`config.mk`:
```
export PLATFORM = sky130hd
export DESIGN_NAME = rv_core
export DESIGN_NICKNAME = d
export VERILOG_FILES = /design/src/hdl/rv_pkg.sv /design/src/hdl/reg_file.sv /design/src/hdl/fetch_unit.sv /design/src/hdl/load_store_unit.sv /design/src/hdl/axi_lite_arbiter.sv /design/src/hdl/exec_unit.sv /design/src/hdl/rv_core.sv
export SDC_FILE = /design/constraint.sdc
export NUM_CORES = 2
export LEC_CHECK = 0
export ABC_CLOCK_PERIOD_IN_PS = 8900
export BUFFER_PORTS_ARGS = -buffer_cell sky130_fd_sc_hd__buf_2
export CORE_AREA = 2 2 419 213
export DETAILED_ROUTE_END_ITERATION = 10
export DIE_AREA = 0 0 421 215
export PLACE_DENSITY = 0.73
export REMOVE_ABC_BUFFERS = 1
export SETUP_SLACK_MARGIN = 0.3
export SYNTH_ARGS = -nofsm -noshare
export SYNTH_HDL_FRONTEND = slang
export SYNTH_SLANG_ARGS = --single-unit
```
`constraint.sdc`:
```
create_clock -name clock -period 8.9 [get_ports clock]
set_input_delay 1.335 -clock clock [delete_from_list [all_inputs] [get_ports clock]]
set_output_delay 1.335 -clock clock [all_outputs]
set_load 0.01 [all_outputs]
```
`src/hdl/rv_pkg.sv`:
```
package rv_pkg;

  // master-driven AXI4-Lite signals
  typedef struct packed {
    logic [31:0] awaddr;
    logic        awvalid;
    logic [31:0] wdata;
    logic [3:0]  wstrb;
    logic        wvalid;
    logic        bready;
    logic [31:0] araddr;
    logic        arvalid;
    logic        rready;
  } axi_req_t;

  // slave-driven AXI4-Lite signals
  typedef struct packed {
    logic        awready;
    logic        wready;
    logic        bvalid;
    logic [1:0]  bresp;
    logic        arready;
    logic        rvalid;
    logic [31:0] rdata;
    logic [1:0]  rresp;
  } axi_rsp_t;

  typedef struct packed {
    logic [6:0] funct7;
    logic [4:0] rs2;
    logic [4:0] rs1;
    logic [2:0] funct3;
    logic [4:0] rd;
    logic [6:0] opcode;
  } r_fmt_t;

  typedef struct packed {
    logic [11:0] imm;
    logic [4:0]  rs1;
    logic [2:0]  funct3;
    logic [4:0]  rd;
    logic [6:0]  opcode;
  } i_fmt_t;

  typedef struct packed {
    logic [6:0] imm_hi;
    logic [4:0] rs2;
    logic [4:0] rs1;
    logic [2:0] funct3;
    logic [4:0] imm_lo;
    logic [6:0] opcode;
  } s_fmt_t;

  typedef struct packed {
    logic       imm12;
    logic [5:0] imm10_5;
    logic [4:0] rs2;
    logic [4:0] rs1;
    logic [2:0] funct3;
    logic [3:0] imm4_1;
    logic       imm11;
    logic [6:0] opcode;
  } b_fmt_t;

  typedef struct packed {
    logic [19:0] imm;
    logic [4:0]  rd;
    logic [6:0]  opcode;
  } u_fmt_t;

  typedef struct packed {
    logic       imm20;
    logic [9:0] imm10_1;
    logic       imm11;
    logic [7:0] imm19_12;
    logic [4:0] rd;
    logic [6:0] opcode;
  } j_fmt_t;

  // one instruction word seen through six formats
  typedef union packed {
    r_fmt_t r;
    i_fmt_t i;
    s_fmt_t s;
    b_fmt_t b;
    u_fmt_t u;
    j_fmt_t j;
  } inst_t;

  localparam logic [6:0] op_reg    = 7'b0110011;
  localparam logic [6:0] op_imm    = 7'b0010011;
  localparam logic [6:0] op_lui    = 7'b0110111;
  localparam logic [6:0] op_load   = 7'b0000011;
  localparam logic [6:0] op_store  = 7'b0100011;
  localparam logic [6:0] op_branch = 7'b1100011;
  localparam logic [6:0] op_jal    = 7'b1101111;
  localparam logic [6:0] op_jalr   = 7'b1100111;
  localparam logic [6:0] op_system = 7'b1110011;

  localparam logic [11:0] csr_mstatus   = 12'h300;
  localparam logic [11:0] csr_mtvec     = 12'h305;
  localparam logic [11:0] csr_mepc      = 12'h341;
  localparam logic [11:0] csr_mcause    = 12'h342;
  localparam logic [11:0] csr_mvendorid = 12'hF11;
  localparam logic [11:0] csr_marchid   = 12'hF12;

  localparam logic [31:0] reset_pc      = 32'h0000_0000;
  localparam logic [31:0] mstatus_reset = 32'h0000_1800;
  localparam logic [31:0] vendor_id     = 32'h7973_7978;
  localparam logic [31:0] arch_id       = 32'h017D_9F58;

  localparam logic [31:0] cause_ecall      = 32'd11;
  localparam logic [31:0] cause_misaligned = 32'd0;

  // execute unit sequencing
  localparam logic [2:0] st_issue = 3'd0;
  localparam logic [2:0] st_inst  = 3'd1;
  localparam logic [2:0] st_exec  = 3'd2;
  localparam logic [2:0] st_mem   = 3'd3;
  localparam logic [2:0] st_halt  = 3'd4;

endpackage

```
`src/hdl/reg_file.sv`:
```
module reg_file (
  input  logic        clock,
  input  logic        reset,
  input  logic [3:0]  rs1,
  input  logic [3:0]  rs2,
  input  logic [3:0]  rd,
  input  logic        wen,
  input  logic [31:0] wdata,
  output logic [31:0] src1,
  output logic [31:0] src2,
  input  logic [11:0] csr_addr,
  output logic [31:0] csr_rdata,
  input  logic        csr_wen,
  input  logic [31:0] csr_wdata,
  input  logic        trap,
  input  logic [31:0] trap_cause,
  input  logic [31:0] trap_pc,
  output logic [31:0] mtvec,
  output logic [31:0] mepc
);

  // x0 has no storage
  logic [31:0] regs [15:1];
  logic [31:0] mstatus;
  logic [31:0] mcause;

  assign src1 = (rs1 == 4'd0) ? 32'd0 : regs[rs1];
  assign src2 = (rs2 == 4'd0) ? 32'd0 : regs[rs2];

  always_ff @(posedge clock) begin
    if (wen && rd != 4'd0) begin
      regs[rd] <= wdata;
    end
  end

  always_ff @(posedge clock) begin
    if (reset) begin
      mstatus <= rv_pkg::mstatus_reset;
      mtvec   <= 32'd0;
      mepc    <= 32'd0;
      mcause  <= 32'd0;
    end else if (trap) begin
      mepc   <= trap_pc;
      mcause <= trap_cause;
    end else if (csr_wen) begin
      case (csr_addr)
        rv_pkg::csr_mstatus: mstatus <= csr_wdata;
        rv_pkg::csr_mtvec:   mtvec <= csr_wdata;
        rv_pkg::csr_mepc:    mepc <= csr_wdata;
        rv_pkg::csr_mcause:  mcause <= csr_wdata;
        default: ;
      endcase
    end
  end

  always_comb begin
    case (csr_addr)
      rv_pkg::csr_mstatus:   csr_rdata = mstatus;
      rv_pkg::csr_mtvec:     csr_rdata = mtvec;
      rv_pkg::csr_mepc:      csr_rdata = mepc;
      rv_pkg::csr_mcause:    csr_rdata = mcause;
      rv_pkg::csr_mvendorid: csr_rdata = rv_pkg::vendor_id;
      rv_pkg::csr_marchid:   csr_rdata = rv_pkg::arch_id;
      default:               csr_rdata = 32'd0;
    endcase
  end

endmodule

```
`src/hdl/fetch_unit.sv`:
```
module fetch_unit (
  input  logic             clock,
  input  logic             reset,
  input  logic             fetch_next,
  input  logic [31:0]      next_pc,
  output logic             inst_valid,
  output rv_pkg::inst_t    inst,
  output rv_pkg::axi_req_t bus_req,
  input  rv_pkg::axi_rsp_t bus_rsp
);

  logic        want;
  logic [31:0] want_pc;
  logic        want_now;
  logic [31:0] pc_now;
  logic        buf_valid;
  logic [31:0] buf_addr;
  logic [31:0] buf_data;
  logic        busy;
  logic        arvalid;
  logic [31:0] fly_addr;
  logic        hit;
  logic        launch;
  logic        r_fire;
  logic [31:0] launch_addr;

  assign want_now = fetch_next | want;
  assign pc_now   = fetch_next ? next_pc : want_pc;
  assign hit      = want_now && buf_valid && (buf_addr == pc_now);
  assign r_fire   = busy && bus_rsp.rvalid;

  // the buffer is only ever full while the bus is quiet, so a hit never meets an R beat
  assign launch      = want_now && !busy;
  assign launch_addr = hit ? buf_addr + 32'd4 : pc_now;

  always_ff @(posedge clock) begin
    if (reset) begin
      want       <= 1'b0;
      buf_valid  <= 1'b0;
      busy       <= 1'b0;
      arvalid    <= 1'b0;
      inst_valid <= 1'b0;
    end else begin
      inst_valid <= hit;
      if (hit) begin
        want <= 1'b0;
      end else if (fetch_next) begin
        want <= 1'b1;
      end
      if (bus_rsp.arready) begin
        arvalid <= 1'b0;
      end
      if (r_fire) begin
        busy      <= 1'b0;
        buf_valid <= 1'b1;
      end
      // a miss also drops a stale prefetch still sitting in the buffer
      if (launch) begin
        busy      <= 1'b1;
        arvalid   <= 1'b1;
        buf_valid <= 1'b0;
      end
    end
  end

  always_ff @(posedge clock) begin
    if (fetch_next) begin
      want_pc <= next_pc;
    end
    if (r_fire) begin
      buf_addr <= fly_addr;
      buf_data <= bus_rsp.rdata;
    end
    if (launch) begin
      fly_addr <= launch_addr;
    end
    if (hit) begin
      inst <= buf_data;
    end
  end

  always_comb begin
    bus_req         = '0;
    bus_req.araddr  = fly_addr;
    bus_req.arvalid = arvalid;
    bus_req.rready  = busy;
  end

endmodule

```
`src/hdl/load_store_unit.sv`:
```
module load_store_unit (
  input  logic             clock,
  input  logic             reset,
  input  logic             mem_start,
  input  logic             mem_write,
  input  logic [31:0]      mem_addr,
  input  logic [31:0]      mem_wdata,
  output logic             mem_done,
  output logic [31:0]      mem_rdata,
  output rv_pkg::axi_req_t bus_req,
  input  rv_pkg::axi_rsp_t bus_rsp
);

  logic        awvalid;
  logic        wvalid;
  logic        bwait;
  logic        arvalid;
  logic        rwait;
  logic        bready;
  logic        rready;
  logic [31:0] addr;
  logic [31:0] wdata;

  // B and R are only expected once the address side is through
  assign bready = bwait && !awvalid && !wvalid;
  assign rready = rwait && !arvalid;

  always_ff @(posedge clock) begin
    if (reset) begin
      awvalid  <= 1'b0;
      wvalid   <= 1'b0;
      bwait    <= 1'b0;
      arvalid  <= 1'b0;
      rwait    <= 1'b0;
      mem_done <= 1'b0;
    end else begin
      mem_done <= 1'b0;
      if (mem_start && mem_write) begin
        awvalid <= 1'b1;
        wvalid  <= 1'b1;
        bwait   <= 1'b1;
      end
      if (mem_start && !mem_write) begin
        arvalid <= 1'b1;
        rwait   <= 1'b1;
      end
      // AW and W may be taken in either order
      if (awvalid && bus_rsp.awready) begin
        awvalid <= 1'b0;
      end
      if (wvalid && bus_rsp.wready) begin
        wvalid <= 1'b0;
      end
      if (bready && bus_rsp.bvalid) begin
        bwait    <= 1'b0;
        mem_done <= 1'b1;
      end
      if (arvalid && bus_rsp.arready) begin
        arvalid <= 1'b0;
      end
      if (rready && bus_rsp.rvalid) begin
        rwait    <= 1'b0;
        mem_done <= 1'b1;
      end
    end
  end

  always_ff @(posedge clock) begin
    if (mem_start) begin
      addr  <= mem_addr;
      wdata <= mem_wdata;
    end
    if (rready && bus_rsp.rvalid) begin
      mem_rdata <= bus_rsp.rdata;
    end
  end

  always_comb begin
    bus_req.awaddr  = addr;
    bus_req.awvalid = awvalid;
    bus_req.wdata   = wdata;
    bus_req.wstrb   = 4'hF;
    bus_req.wvalid  = wvalid;
    bus_req.bready  = bready;
    bus_req.araddr  = addr;
    bus_req.arvalid = arvalid;
    bus_req.rready  = rready;
  end

endmodule

```
`src/hdl/axi_lite_arbiter.sv`:
```
module axi_lite_arbiter (
  input  logic             clock,
  input  logic             reset,
  input  rv_pkg::axi_req_t fetch_req,
  output rv_pkg::axi_rsp_t fetch_rsp,
  input  rv_pkg::axi_req_t lsu_req,
  output rv_pkg::axi_rsp_t lsu_rsp,
  output rv_pkg::axi_req_t mem_req,
  input  rv_pkg::axi_rsp_t mem_rsp
);

  logic owned;
  logic owner_lsu;
  logic lsu_active;
  logic fetch_active;
  logic sel_lsu;
  logic sel_fetch;
  logic resp_done;

  assign lsu_active   = lsu_req.awvalid | lsu_req.wvalid | lsu_req.arvalid;
  assign fetch_active = fetch_req.awvalid | fetch_req.wvalid | fetch_req.arvalid;

  // while idle the load/store unit wins, after that the owner register decides
  assign sel_lsu   = owned ? owner_lsu : lsu_active;
  assign sel_fetch = owned ? !owner_lsu : (!lsu_active && fetch_active);

  always_comb begin
    if (sel_lsu) begin
      mem_req = lsu_req;
    end else if (sel_fetch) begin
      mem_req = fetch_req;
    end else begin
      mem_req = '0;
    end
  end

  assign lsu_rsp   = sel_lsu ? mem_rsp : '0;
  assign fetch_rsp = sel_fetch ? mem_rsp : '0;

  assign resp_done = (mem_rsp.bvalid && mem_req.bready) ||
                     (mem_rsp.rvalid && mem_req.rready);

  always_ff @(posedge clock) begin
    if (reset) begin
      owned     <= 1'b0;
      owner_lsu <= 1'b0;
    end else if (owned) begin
      if (resp_done) begin
        owned <= 1'b0;
      end
    end else if (lsu_active || fetch_active) begin
      owned     <= 1'b1;
      owner_lsu <= lsu_active;
    end
  end

endmodule

```
`src/hdl/exec_unit.sv`:
```
module exec_unit (
  input  logic          clock,
  input  logic          reset,
  output logic          fetch_next,
  output logic [31:0]   next_pc,
  input  logic          inst_valid,
  input  rv_pkg::inst_t inst,
  output logic [3:0]    rs1,
  output logic [3:0]    rs2,
  output logic [3:0]    rd,
  output logic          wen,
  output logic [31:0]   wdata,
  input  logic [31:0]   src1,
  input  logic [31:0]   src2,
  output logic [11:0]   csr_addr,
  input  logic [31:0]   csr_rdata,
  output logic          csr_wen,
  output logic [31:0]   csr_wdata,
  output logic          trap,
  output logic [31:0]   trap_cause,
  output logic [31:0]   trap_pc,
  input  logic [31:0]   mtvec,
  input  logic [31:0]   mepc,
  output logic          mem_start,
  output logic          mem_write,
  output logic [31:0]   mem_addr,
  output logic [31:0]   mem_wdata,
  input  logic          mem_done,
  input  logic [31:0]   mem_rdata,
  output logic          halted
);

  logic [2:0]    state;
  logic [31:0]   pc;
  rv_pkg::inst_t ir;
  logic [6:0]    opcode;
  logic [2:0]    funct3;
  logic [31:0]   imm_i;
  logic [31:0]   imm_s;
  logic [31:0]   imm_b;
  logic [31:0]   imm_u;
  logic [31:0]   imm_j;
  logic [31:0]   result;
  logic [31:0]   target;
  logic [31:0]   new_pc;
  logic          writes_rd;
  logic          jumps;
  logic          misaligned;
  logic          is_sys;
  logic          is_ecall;
  logic          is_ebreak;
  logic          is_mret;
  logic          is_mem;
  logic          in_exec;

  assign opcode = ir.r.opcode;
  assign funct3 = ir.r.funct3;

  assign imm_i = {{20{ir.i.imm[11]}}, ir.i.imm};
  assign imm_s = {{20{ir.s.imm_hi[6]}}, ir.s.imm_hi, ir.s.imm_lo};
  assign imm_b = {{19{ir.b.imm12}}, ir.b.imm12, ir.b.imm11, ir.b.imm10_5, ir.b.imm4_1, 1'b0};
  assign imm_u = {ir.u.imm, 12'd0};
  assign imm_j = {{11{ir.j.imm20}}, ir.j.imm20, ir.j.imm19_12, ir.j.imm11, ir.j.imm10_1, 1'b0};

  assign in_exec   = state == rv_pkg::st_exec;
  assign is_sys    = opcode == rv_pkg::op_system && funct3 == 3'd0;
  assign is_ecall  = is_sys && ir.i.imm == 12'h000;
  assign is_ebreak = is_sys && ir.i.imm == 12'h001;
  assign is_mret   = is_sys && ir.i.imm == 12'h302;
  assign is_mem    = opcode == rv_pkg::op_load || opcode == rv_pkg::op_store;

  assign rs1      = ir.r.rs1[3:0];
  assign rs2      = ir.r.rs2[3:0];
  assign rd       = ir.r.rd[3:0];
  assign csr_addr = ir.i.imm;

  always_comb begin
    result    = pc + 32'd4;
    target    = pc + 32'd4;
    writes_rd = 1'b0;
    jumps     = 1'b0;
    case (opcode)
      rv_pkg::op_reg: begin
        result    = ir.r.funct7[5] ? src1 - src2 : src1 + src2;
        writes_rd = 1'b1;
      end
      rv_pkg::op_imm: begin
        result    = src1 + imm_i;
        writes_rd = 1'b1;
      end
      rv_pkg::op_lui: begin
        result    = imm_u;
        writes_rd = 1'b1;
      end
      rv_pkg::op_jal: begin
        target    = pc + imm_j;
        jumps     = 1'b1;
        writes_rd = 1'b1;
      end
      // bit 0 is kept so that an odd target traps
      rv_pkg::op_jalr: begin
        target    = src1 + imm_i;
        jumps     = 1'b1;
        writes_rd = 1'b1;
      end
      rv_pkg::op_branch: begin
        target = pc + imm_b;
        jumps  = funct3[0] ? (src1 != src2) : (src1 == src2);
      end
      rv_pkg::op_system: begin
        result    = csr_rdata;
        writes_rd = funct3 != 3'd0;
      end
      default: ;
    endcase
  end

  assign misaligned = jumps && target[1:0] != 2'b00;

  assign trap       = in_exec && (is_ecall || misaligned);
  assign trap_cause = is_ecall ? rv_pkg::cause_ecall : rv_pkg::cause_misaligned;
  assign trap_pc    = pc;

  // csrrs with x0 as source only reads
  assign csr_wen   = in_exec && opcode == rv_pkg::op_system &&
                     (funct3 == 3'd1 || (funct3 == 3'd2 && ir.r.rs1 != 5'd0));
  assign csr_wdata = funct3[1] ? (csr_rdata | src1) : src1;

  assign wen   = (in_exec && writes_rd && !misaligned) ||
                 (state == rv_pkg::st_mem && mem_done && opcode == rv_pkg::op_load);
  assign wdata = (state == rv_pkg::st_mem) ? mem_rdata : result;

  assign mem_start = in_exec && is_mem;
  assign mem_write = opcode == rv_pkg::op_store;
  assign mem_addr  = src1 + (mem_write ? imm_s : imm_i);
  assign mem_wdata = src2;

  assign fetch_next = state == rv_pkg::st_issue;
  assign next_pc    = pc;
  assign halted     = state == rv_pkg::st_halt;

  always_comb begin
    if (trap) begin
      new_pc = mtvec;
    end else if (is_mret) begin
      new_pc = mepc;
    end else if (jumps) begin
      new_pc = target;
    end else begin
      new_pc = pc + 32'd4;
    end
  end

  always_ff @(posedge clock) begin
    if (reset) begin
      state <= rv_pkg::st_issue;
      pc    <= rv_pkg::reset_pc;
    end else begin
      case (state)
        rv_pkg::st_issue: state <= rv_pkg::st_inst;
        rv_pkg::st_inst: begin
          if (inst_valid) begin
            state <= rv_pkg::st_exec;
          end
        end
        rv_pkg::st_exec: begin
          pc <= new_pc;
          if (is_ebreak) begin
            state <= rv_pkg::st_halt;
          end else if (is_mem) begin
            state <= rv_pkg::st_mem;
          end else begin
            state <= rv_pkg::st_issue;
          end
        end
        rv_pkg::st_mem: begin
          if (mem_done) begin
            state <= rv_pkg::st_issue;
          end
        end
        default: ;
      endcase
    end
  end

  always_ff @(posedge clock) begin
    if (inst_valid) begin
      ir <= inst;
    end
  end

endmodule

```
`src/hdl/rv_core.sv`:
```
module rv_core (
  input  logic             clock,
  input  logic             reset,
  output rv_pkg::axi_req_t mem_req,
  input  rv_pkg::axi_rsp_t mem_rsp,
  output logic             halted
);

  rv_pkg::axi_req_t fetch_req;
  rv_pkg::axi_rsp_t fetch_rsp;
  rv_pkg::axi_req_t lsu_req;
  rv_pkg::axi_rsp_t lsu_rsp;
  rv_pkg::inst_t    inst;
  logic             fetch_next;
  logic [31:0]      next_pc;
  logic             inst_valid;
  logic [3:0]       rs1;
  logic [3:0]       rs2;
  logic [3:0]       rd;
  logic             wen;
  logic [31:0]      wdata;
  logic [31:0]      src1;
  logic [31:0]      src2;
  logic [11:0]      csr_addr;
  logic [31:0]      csr_rdata;
  logic             csr_wen;
  logic [31:0]      csr_wdata;
  logic             trap;
  logic [31:0]      trap_cause;
  logic [31:0]      trap_pc;
  logic [31:0]      mtvec;
  logic [31:0]      mepc;
  logic             mem_start;
  logic             mem_write;
  logic [31:0]      mem_addr;
  logic [31:0]      mem_wdata;
  logic             mem_done;
  logic [31:0]      mem_rdata;

  reg_file i_reg_file (
    .clock      (clock),
    .reset      (reset),
    .rs1        (rs1),
    .rs2        (rs2),
    .rd         (rd),
    .wen        (wen),
    .wdata      (wdata),
    .src1       (src1),
    .src2       (src2),
    .csr_addr   (csr_addr),
    .csr_rdata  (csr_rdata),
    .csr_wen    (csr_wen),
    .csr_wdata  (csr_wdata),
    .trap       (trap),
    .trap_cause (trap_cause),
    .trap_pc    (trap_pc),
    .mtvec      (mtvec),
    .mepc       (mepc)
  );

  fetch_unit i_fetch_unit (
    .clock      (clock),
    .reset      (reset),
    .fetch_next (fetch_next),
    .next_pc    (next_pc),
    .inst_valid (inst_valid),
    .inst       (inst),
    .bus_req    (fetch_req),
    .bus_rsp    (fetch_rsp)
  );

  load_store_unit i_load_store_unit (
    .clock     (clock),
    .reset     (reset),
    .mem_start (mem_start),
    .mem_write (mem_write),
    .mem_addr  (mem_addr),
    .mem_wdata (mem_wdata),
    .mem_done  (mem_done),
    .mem_rdata (mem_rdata),
    .bus_req   (lsu_req),
    .bus_rsp   (lsu_rsp)
  );

  axi_lite_arbiter i_axi_lite_arbiter (
    .clock     (clock),
    .reset     (reset),
    .fetch_req (fetch_req),
    .fetch_rsp (fetch_rsp),
    .lsu_req   (lsu_req),
    .lsu_rsp   (lsu_rsp),
    .mem_req   (mem_req),
    .mem_rsp   (mem_rsp)
  );

  exec_unit i_exec_unit (
    .clock      (clock),
    .reset      (reset),
    .fetch_next (fetch_next),
    .next_pc    (next_pc),
    .inst_valid (inst_valid),
    .inst       (inst),
    .rs1        (rs1),
    .rs2        (rs2),
    .rd         (rd),
    .wen        (wen),
    .wdata      (wdata),
    .src1       (src1),
    .src2       (src2),
    .csr_addr   (csr_addr),
    .csr_rdata  (csr_rdata),
    .csr_wen    (csr_wen),
    .csr_wdata  (csr_wdata),
    .trap       (trap),
    .trap_cause (trap_cause),
    .trap_pc    (trap_pc),
    .mtvec      (mtvec),
    .mepc       (mepc),
    .mem_start  (mem_start),
    .mem_write  (mem_write),
    .mem_addr   (mem_addr),
    .mem_wdata  (mem_wdata),
    .mem_done   (mem_done),
    .mem_rdata  (mem_rdata),
    .halted     (halted)
  );

endmodule

```
==> flow_metrics.py <==
metrics = {
    "status": {
        "outcome": "complete, no violations",
    },
    "worst_setup_path": {
        "cp-end-kind": "flop",
        "timing.critical_path.max_delay_family": "compound AO/OA/AOI/OAI gates",
        "crit_path_start_kind": "flop",
        "rrSetupSlack_ns": 1.19,
        "worst-setup-path-type": "flop to flop",
        "crit_arrival_ns": 8.13,
        "rr_endpoint": "i_reg_file.regs[9][28]$_DFFE_PP_",
        "worst-path-buf-inv": 3,
        "timing.critical_path.fanout_max": 61,
        "crit_required_ns": 9.32,
        "crit_chain": "buf_4 -> mux4_2 -> mux4_2 -> nand2_1 -> inv_1 -> ha_1 -> fa_1 -> a211oi_1 -> o21ai_0 -> buf_4 -> a2111oi_0 -> nor2_1 -> a31o_2 -> xor2_1 -> a21oi_1 -> a311oi_1 -> a211o_1",
        "timing.critical_path.slowest_cell_delay_ns": 0.94,
        "slowest_stage": "dfxtp_4",
        "ff2ff_path_depth": 17,
    },
    "power_and_ir_drop": {
        "ir_drop_v": 0.000216,
        "power_switching_uw": 1940,
        "p_sw_frac": 0.222,
        "fin_total_pwr_uw": 8760,
        "power.static_leakage_uw": 0.0207,
        "power.density_cell_area_nw_per_um2": 154,
        "power.internal_uw": 6820,
        "pwr-share-seq": 0.547,
        "clock_power_share": 0.426,
        "combPwrFrac": 0.027,
    },
    "cts": {
        "cts-buffers-inserted": 84,
        "clockBufferDepth": 3,
        "cts.htree.levels": 3,
        "cts_sinks": 952,
        "tritoncts": "yes",
        "clk_latency_ns": 0.72,
        "clkTransAtPathRegs_ns": 0.07,
        "holdBufCountCts": 0,
        "cts_resized": 0,
        "ctsRootBufferMaster": "clkbuf_16",
        "post_cts_buffers": 0,
    },
    "route": {
        "remaining_number_of_nets_flagged_by_the_antenna_check_after_routing": 0,
        "remaining_drc_errors": 0,
        "detailedRoute.firstPassIterationCount": 7,
        "route.vias.total": 41920,
        "drt-initial-drc-count": 8352,
        "detail_routed_via_count_per_cell": 7.19,
        "routed_wirelength_um": 201000,
        "drt-wirelength-per-cell_um": 34.5,
    },
    "place": {
        "detailedPlacementHpwl_um": 144000,
        "routabilityCongestion": 1.09,
        "buffer_ports.inserted": 144,
    },
    "global_routing": {
        "grtUsageMet1": 0.674,
        "grt_first_pass_wirelength_um": 284000,
        "number_of_global_route_vias_before_repair": 38310,
        "globalRouteMet3Util": 0.240,
        "grt_util_all_layers": 0.439,
        "grt_antenna_before_repair": 19,
        "top_usage_layer": "met1",
        "grt_max_degree": 142,
        "grt_use_met2": 0.522,
        "grt-ovfl-total": 0,
    },
    "floorplanning": {
        "fp-row-count": 77,
        "fp.dieArea_um2": 90500,
        "floorplan.io_pins": 149,
        "floorplan.die.width_um": 421,
        "coreArea_um2": 87200,
        "initial_utilization": 0.594,
        "dieHeight_um": 215,
    },
    "synthesis": {
        "yosys.cell_types.count": 94,
        "postSynthRegisterBits": 952,
        "syn_area_um2": 51800,
        "synthArstFlopShare": 0,
        "synth.largest_area_cell": "edfxtp_1",
        "syn-instance-count": 4521,
        "yosysWarnings": 0,
        "yosys.area.top_type_share": 0.426,
        "synth_top_flop_cell": "edfxtp_1",
        "synth.top_cells.by_area": "edfxtp_1, mux4_2, dfxtp_1",
        "syn_avg_cell_area_um2": 11.5,
        "synth_edf_count": 736,
        "register_area_share_after_synthesis": 0.510,
    },
    "job": {
        "max_cap_viol_count": 0,
    },
    "worst_hold_path": {
        "hold_start": "i_fetch_unit.inst[27]$_DFFE_PP_",
        "whs_path_cells": 0,
        "holdCritPathClass": "flop to flop",
        "worst_hold_path.endpoint": "i_exec_unit.ir[27]$_DFFE_PP_",
    },
    "timing": {
        "final_cycle_share": 0.866,
        "fmaxAchievable_ghz": 0.130,
        "setup_violations": 0,
        "fin_skew_ns": 0.0423,
        "slew-limit-headroom": 0.0555,
        "hold_violations": 0,
        "worst-slew-pin-transition_ns": 1.40,
        "timing.final.max_slew_violations": 0,
        "fin_hold_ws_ns": 0.414,
        "timing.final.crit_period_ns": 7.71,
        "setup_repair_after_global_routing_missed_its_margin": "false",
    },
    "final_layout": {
        "nets": 4748,
        "layout-drive-gt1-share": 0.168,
        "area.growth.synth_to_final_pct": 9.77,
    },
}
## worst register-to-register path: stages, from the launching register on
cell       delay [ns]
dfxtp_4          0.94
buf_4            0.62
mux4_2           0.48
mux4_2           0.52
nand2_1          0.12
inv_1            0.15
ha_1             0.28
fa_1             0.47
a211oi_1         0.31
o21ai_0          0.15
buf_4            0.21
a2111oi_0        0.44
nor2_1           0.20
a31o_2           0.31
xor2_1           0.71
a21oi_1          0.17
a311oi_1         0.75
a211o_1          0.58
## logic make-up (layout without fill, tap and decap cells)
logic type               count (synthesis)  in the layout  share of synthesized area
multiplexers                           383            383                      0.124
adder cells (fa/ha/maj)                133            133                     0.0328
other                                    0              6                          0
AND/OR/NAND/NOR                       1240           1240                      0.115
AO/OA/AOI/OAI                         1190           1190                      0.151
XOR/XNOR                               196            196                     0.0331
buffers and inverters                  427            544                     0.0333
flip-flops                             952            952                      0.510
## layout make-up
class / instances / area, um2
clock inverter: 45 / 392
tap: 1185 / 1480
fill: 6584 / 30300
multi-input combinational: 3142 / 23900
inverter: 109 / 410
timing repair buffer: 283 / 1920
clock buffer: 107 / 2280
antenna: 6 / 15.0
sequential: 952 / 26500
## cell usage in the layout (no fill, tap or decap), drive strengths merged, types with 112 or more instances in the layout
| cell type | count |
|---|---|
| a211oi | 162 |
| nor2 | 352 |
| inv | 112 |
| dfxtp | 216 |
| buf | 283 |
| a21oi | 347 |
| and2 | 151 |
| o21ai | 206 |
| ha | 128 |
| mux2i | 128 |
| nand2 | 353 |
| edfxtp | 736 |
| mux4 | 204 |
## per-stage QoR
stage,util,setup slack [ns],std cells,area [um2],setup TNS (ns)
2_1_floorplan,-,-2.67,4203,50500,-1204.01
3_3_place_gp,0.622,1.64,5671,54200,0
3_5_place_dp,0.622,1.61,5671,54200,0
4_1_cts,0.652,1.56,5823,56900,0
5_1_grt,0.652,1.06,5825,56900,0
6_report,0.653,1.19,5829,56900,0
## how the worst max path moves through the flow
stage                                                   end  cells past startpoint  slack [ns]
after floorplan             i_reg_file.regs[4][0]$_DFFE_PP_                     15       -2.67
after global placement    i_reg_file.regs[12][16]$_DFFE_PP_                     17        1.64
after detailed placement   i_reg_file.regs[12][9]$_DFFE_PP_                     17        1.61
after CTS                 i_reg_file.regs[15][28]$_DFFE_PP_                     18        1.56
after global routing      i_reg_file.regs[12][28]$_DFFE_PP_                     18        1.06
final                      i_reg_file.regs[9][28]$_DFFE_PP_                     17        1.19
## cell usage after synthesis, drive strengths merged (11+ instances only)
library cell	n
a211oi	162
a21boi	11
a21o	93
a21oi	347
a221o	12
a221oi	36
a222oi	23
a22oi	36
a31oi	32
and2	151
and3	26
and4	13
buf	92
clkbuf	226
dfxtp	216
edfxtp	736
ha	128
inv	109
mux2	51
mux2i	128
mux4	204
nand2	353
nand2b	24
nand3	73
nand4	34
nor2	352
nor2b	22
nor3	69
nor4	25
o211ai	55
o21a	21
o21ai	206
o21bai	30
o22ai	15
o31ai	16
or2	33
or3	22
or4	14
xnor2	107
xor2	89
## routing by layer
metal / vias to the layer above / wire length (um)
li1: 17350 / -
met1: 20521 / 82600
met2: 3600 / 71900
met3: 433 / 40400
met4: 16 / 6000
met5: - / 199
## sequential cells by signal, indices dropped and copies added (netlist names), 3 cells and up, named ones only
register and flops:
i_exec_unit.ir 32, i_exec_unit.next_pc 32, i_exec_unit.state 3, i_fetch_unit.buf_addr 32
i_fetch_unit.buf_data 32, i_fetch_unit.fly_addr 32, i_fetch_unit.inst 32, i_fetch_unit.want_pc 32
i_load_store_unit.addr 32, i_load_store_unit.mem_rdata 32, i_load_store_unit.wdata 32, i_reg_file.mcause 32
i_reg_file.mepc 32, i_reg_file.mstatus 32, i_reg_file.mtvec 32, i_reg_file.regs 480
## power by group through the flow
stage          clock network (uW)  logic, uW  registers (uW)
5_1_grt                      3880        249            4790
4_1_cts                      3730        231            4790
3_5_place_dp                    0        229            4880
2_1_floorplan                   0        116            4880
3_3_place_gp                    0        226            4880
6_report                     3730        237            4790
Note: power is estimated with default switching activity, not from simulation.
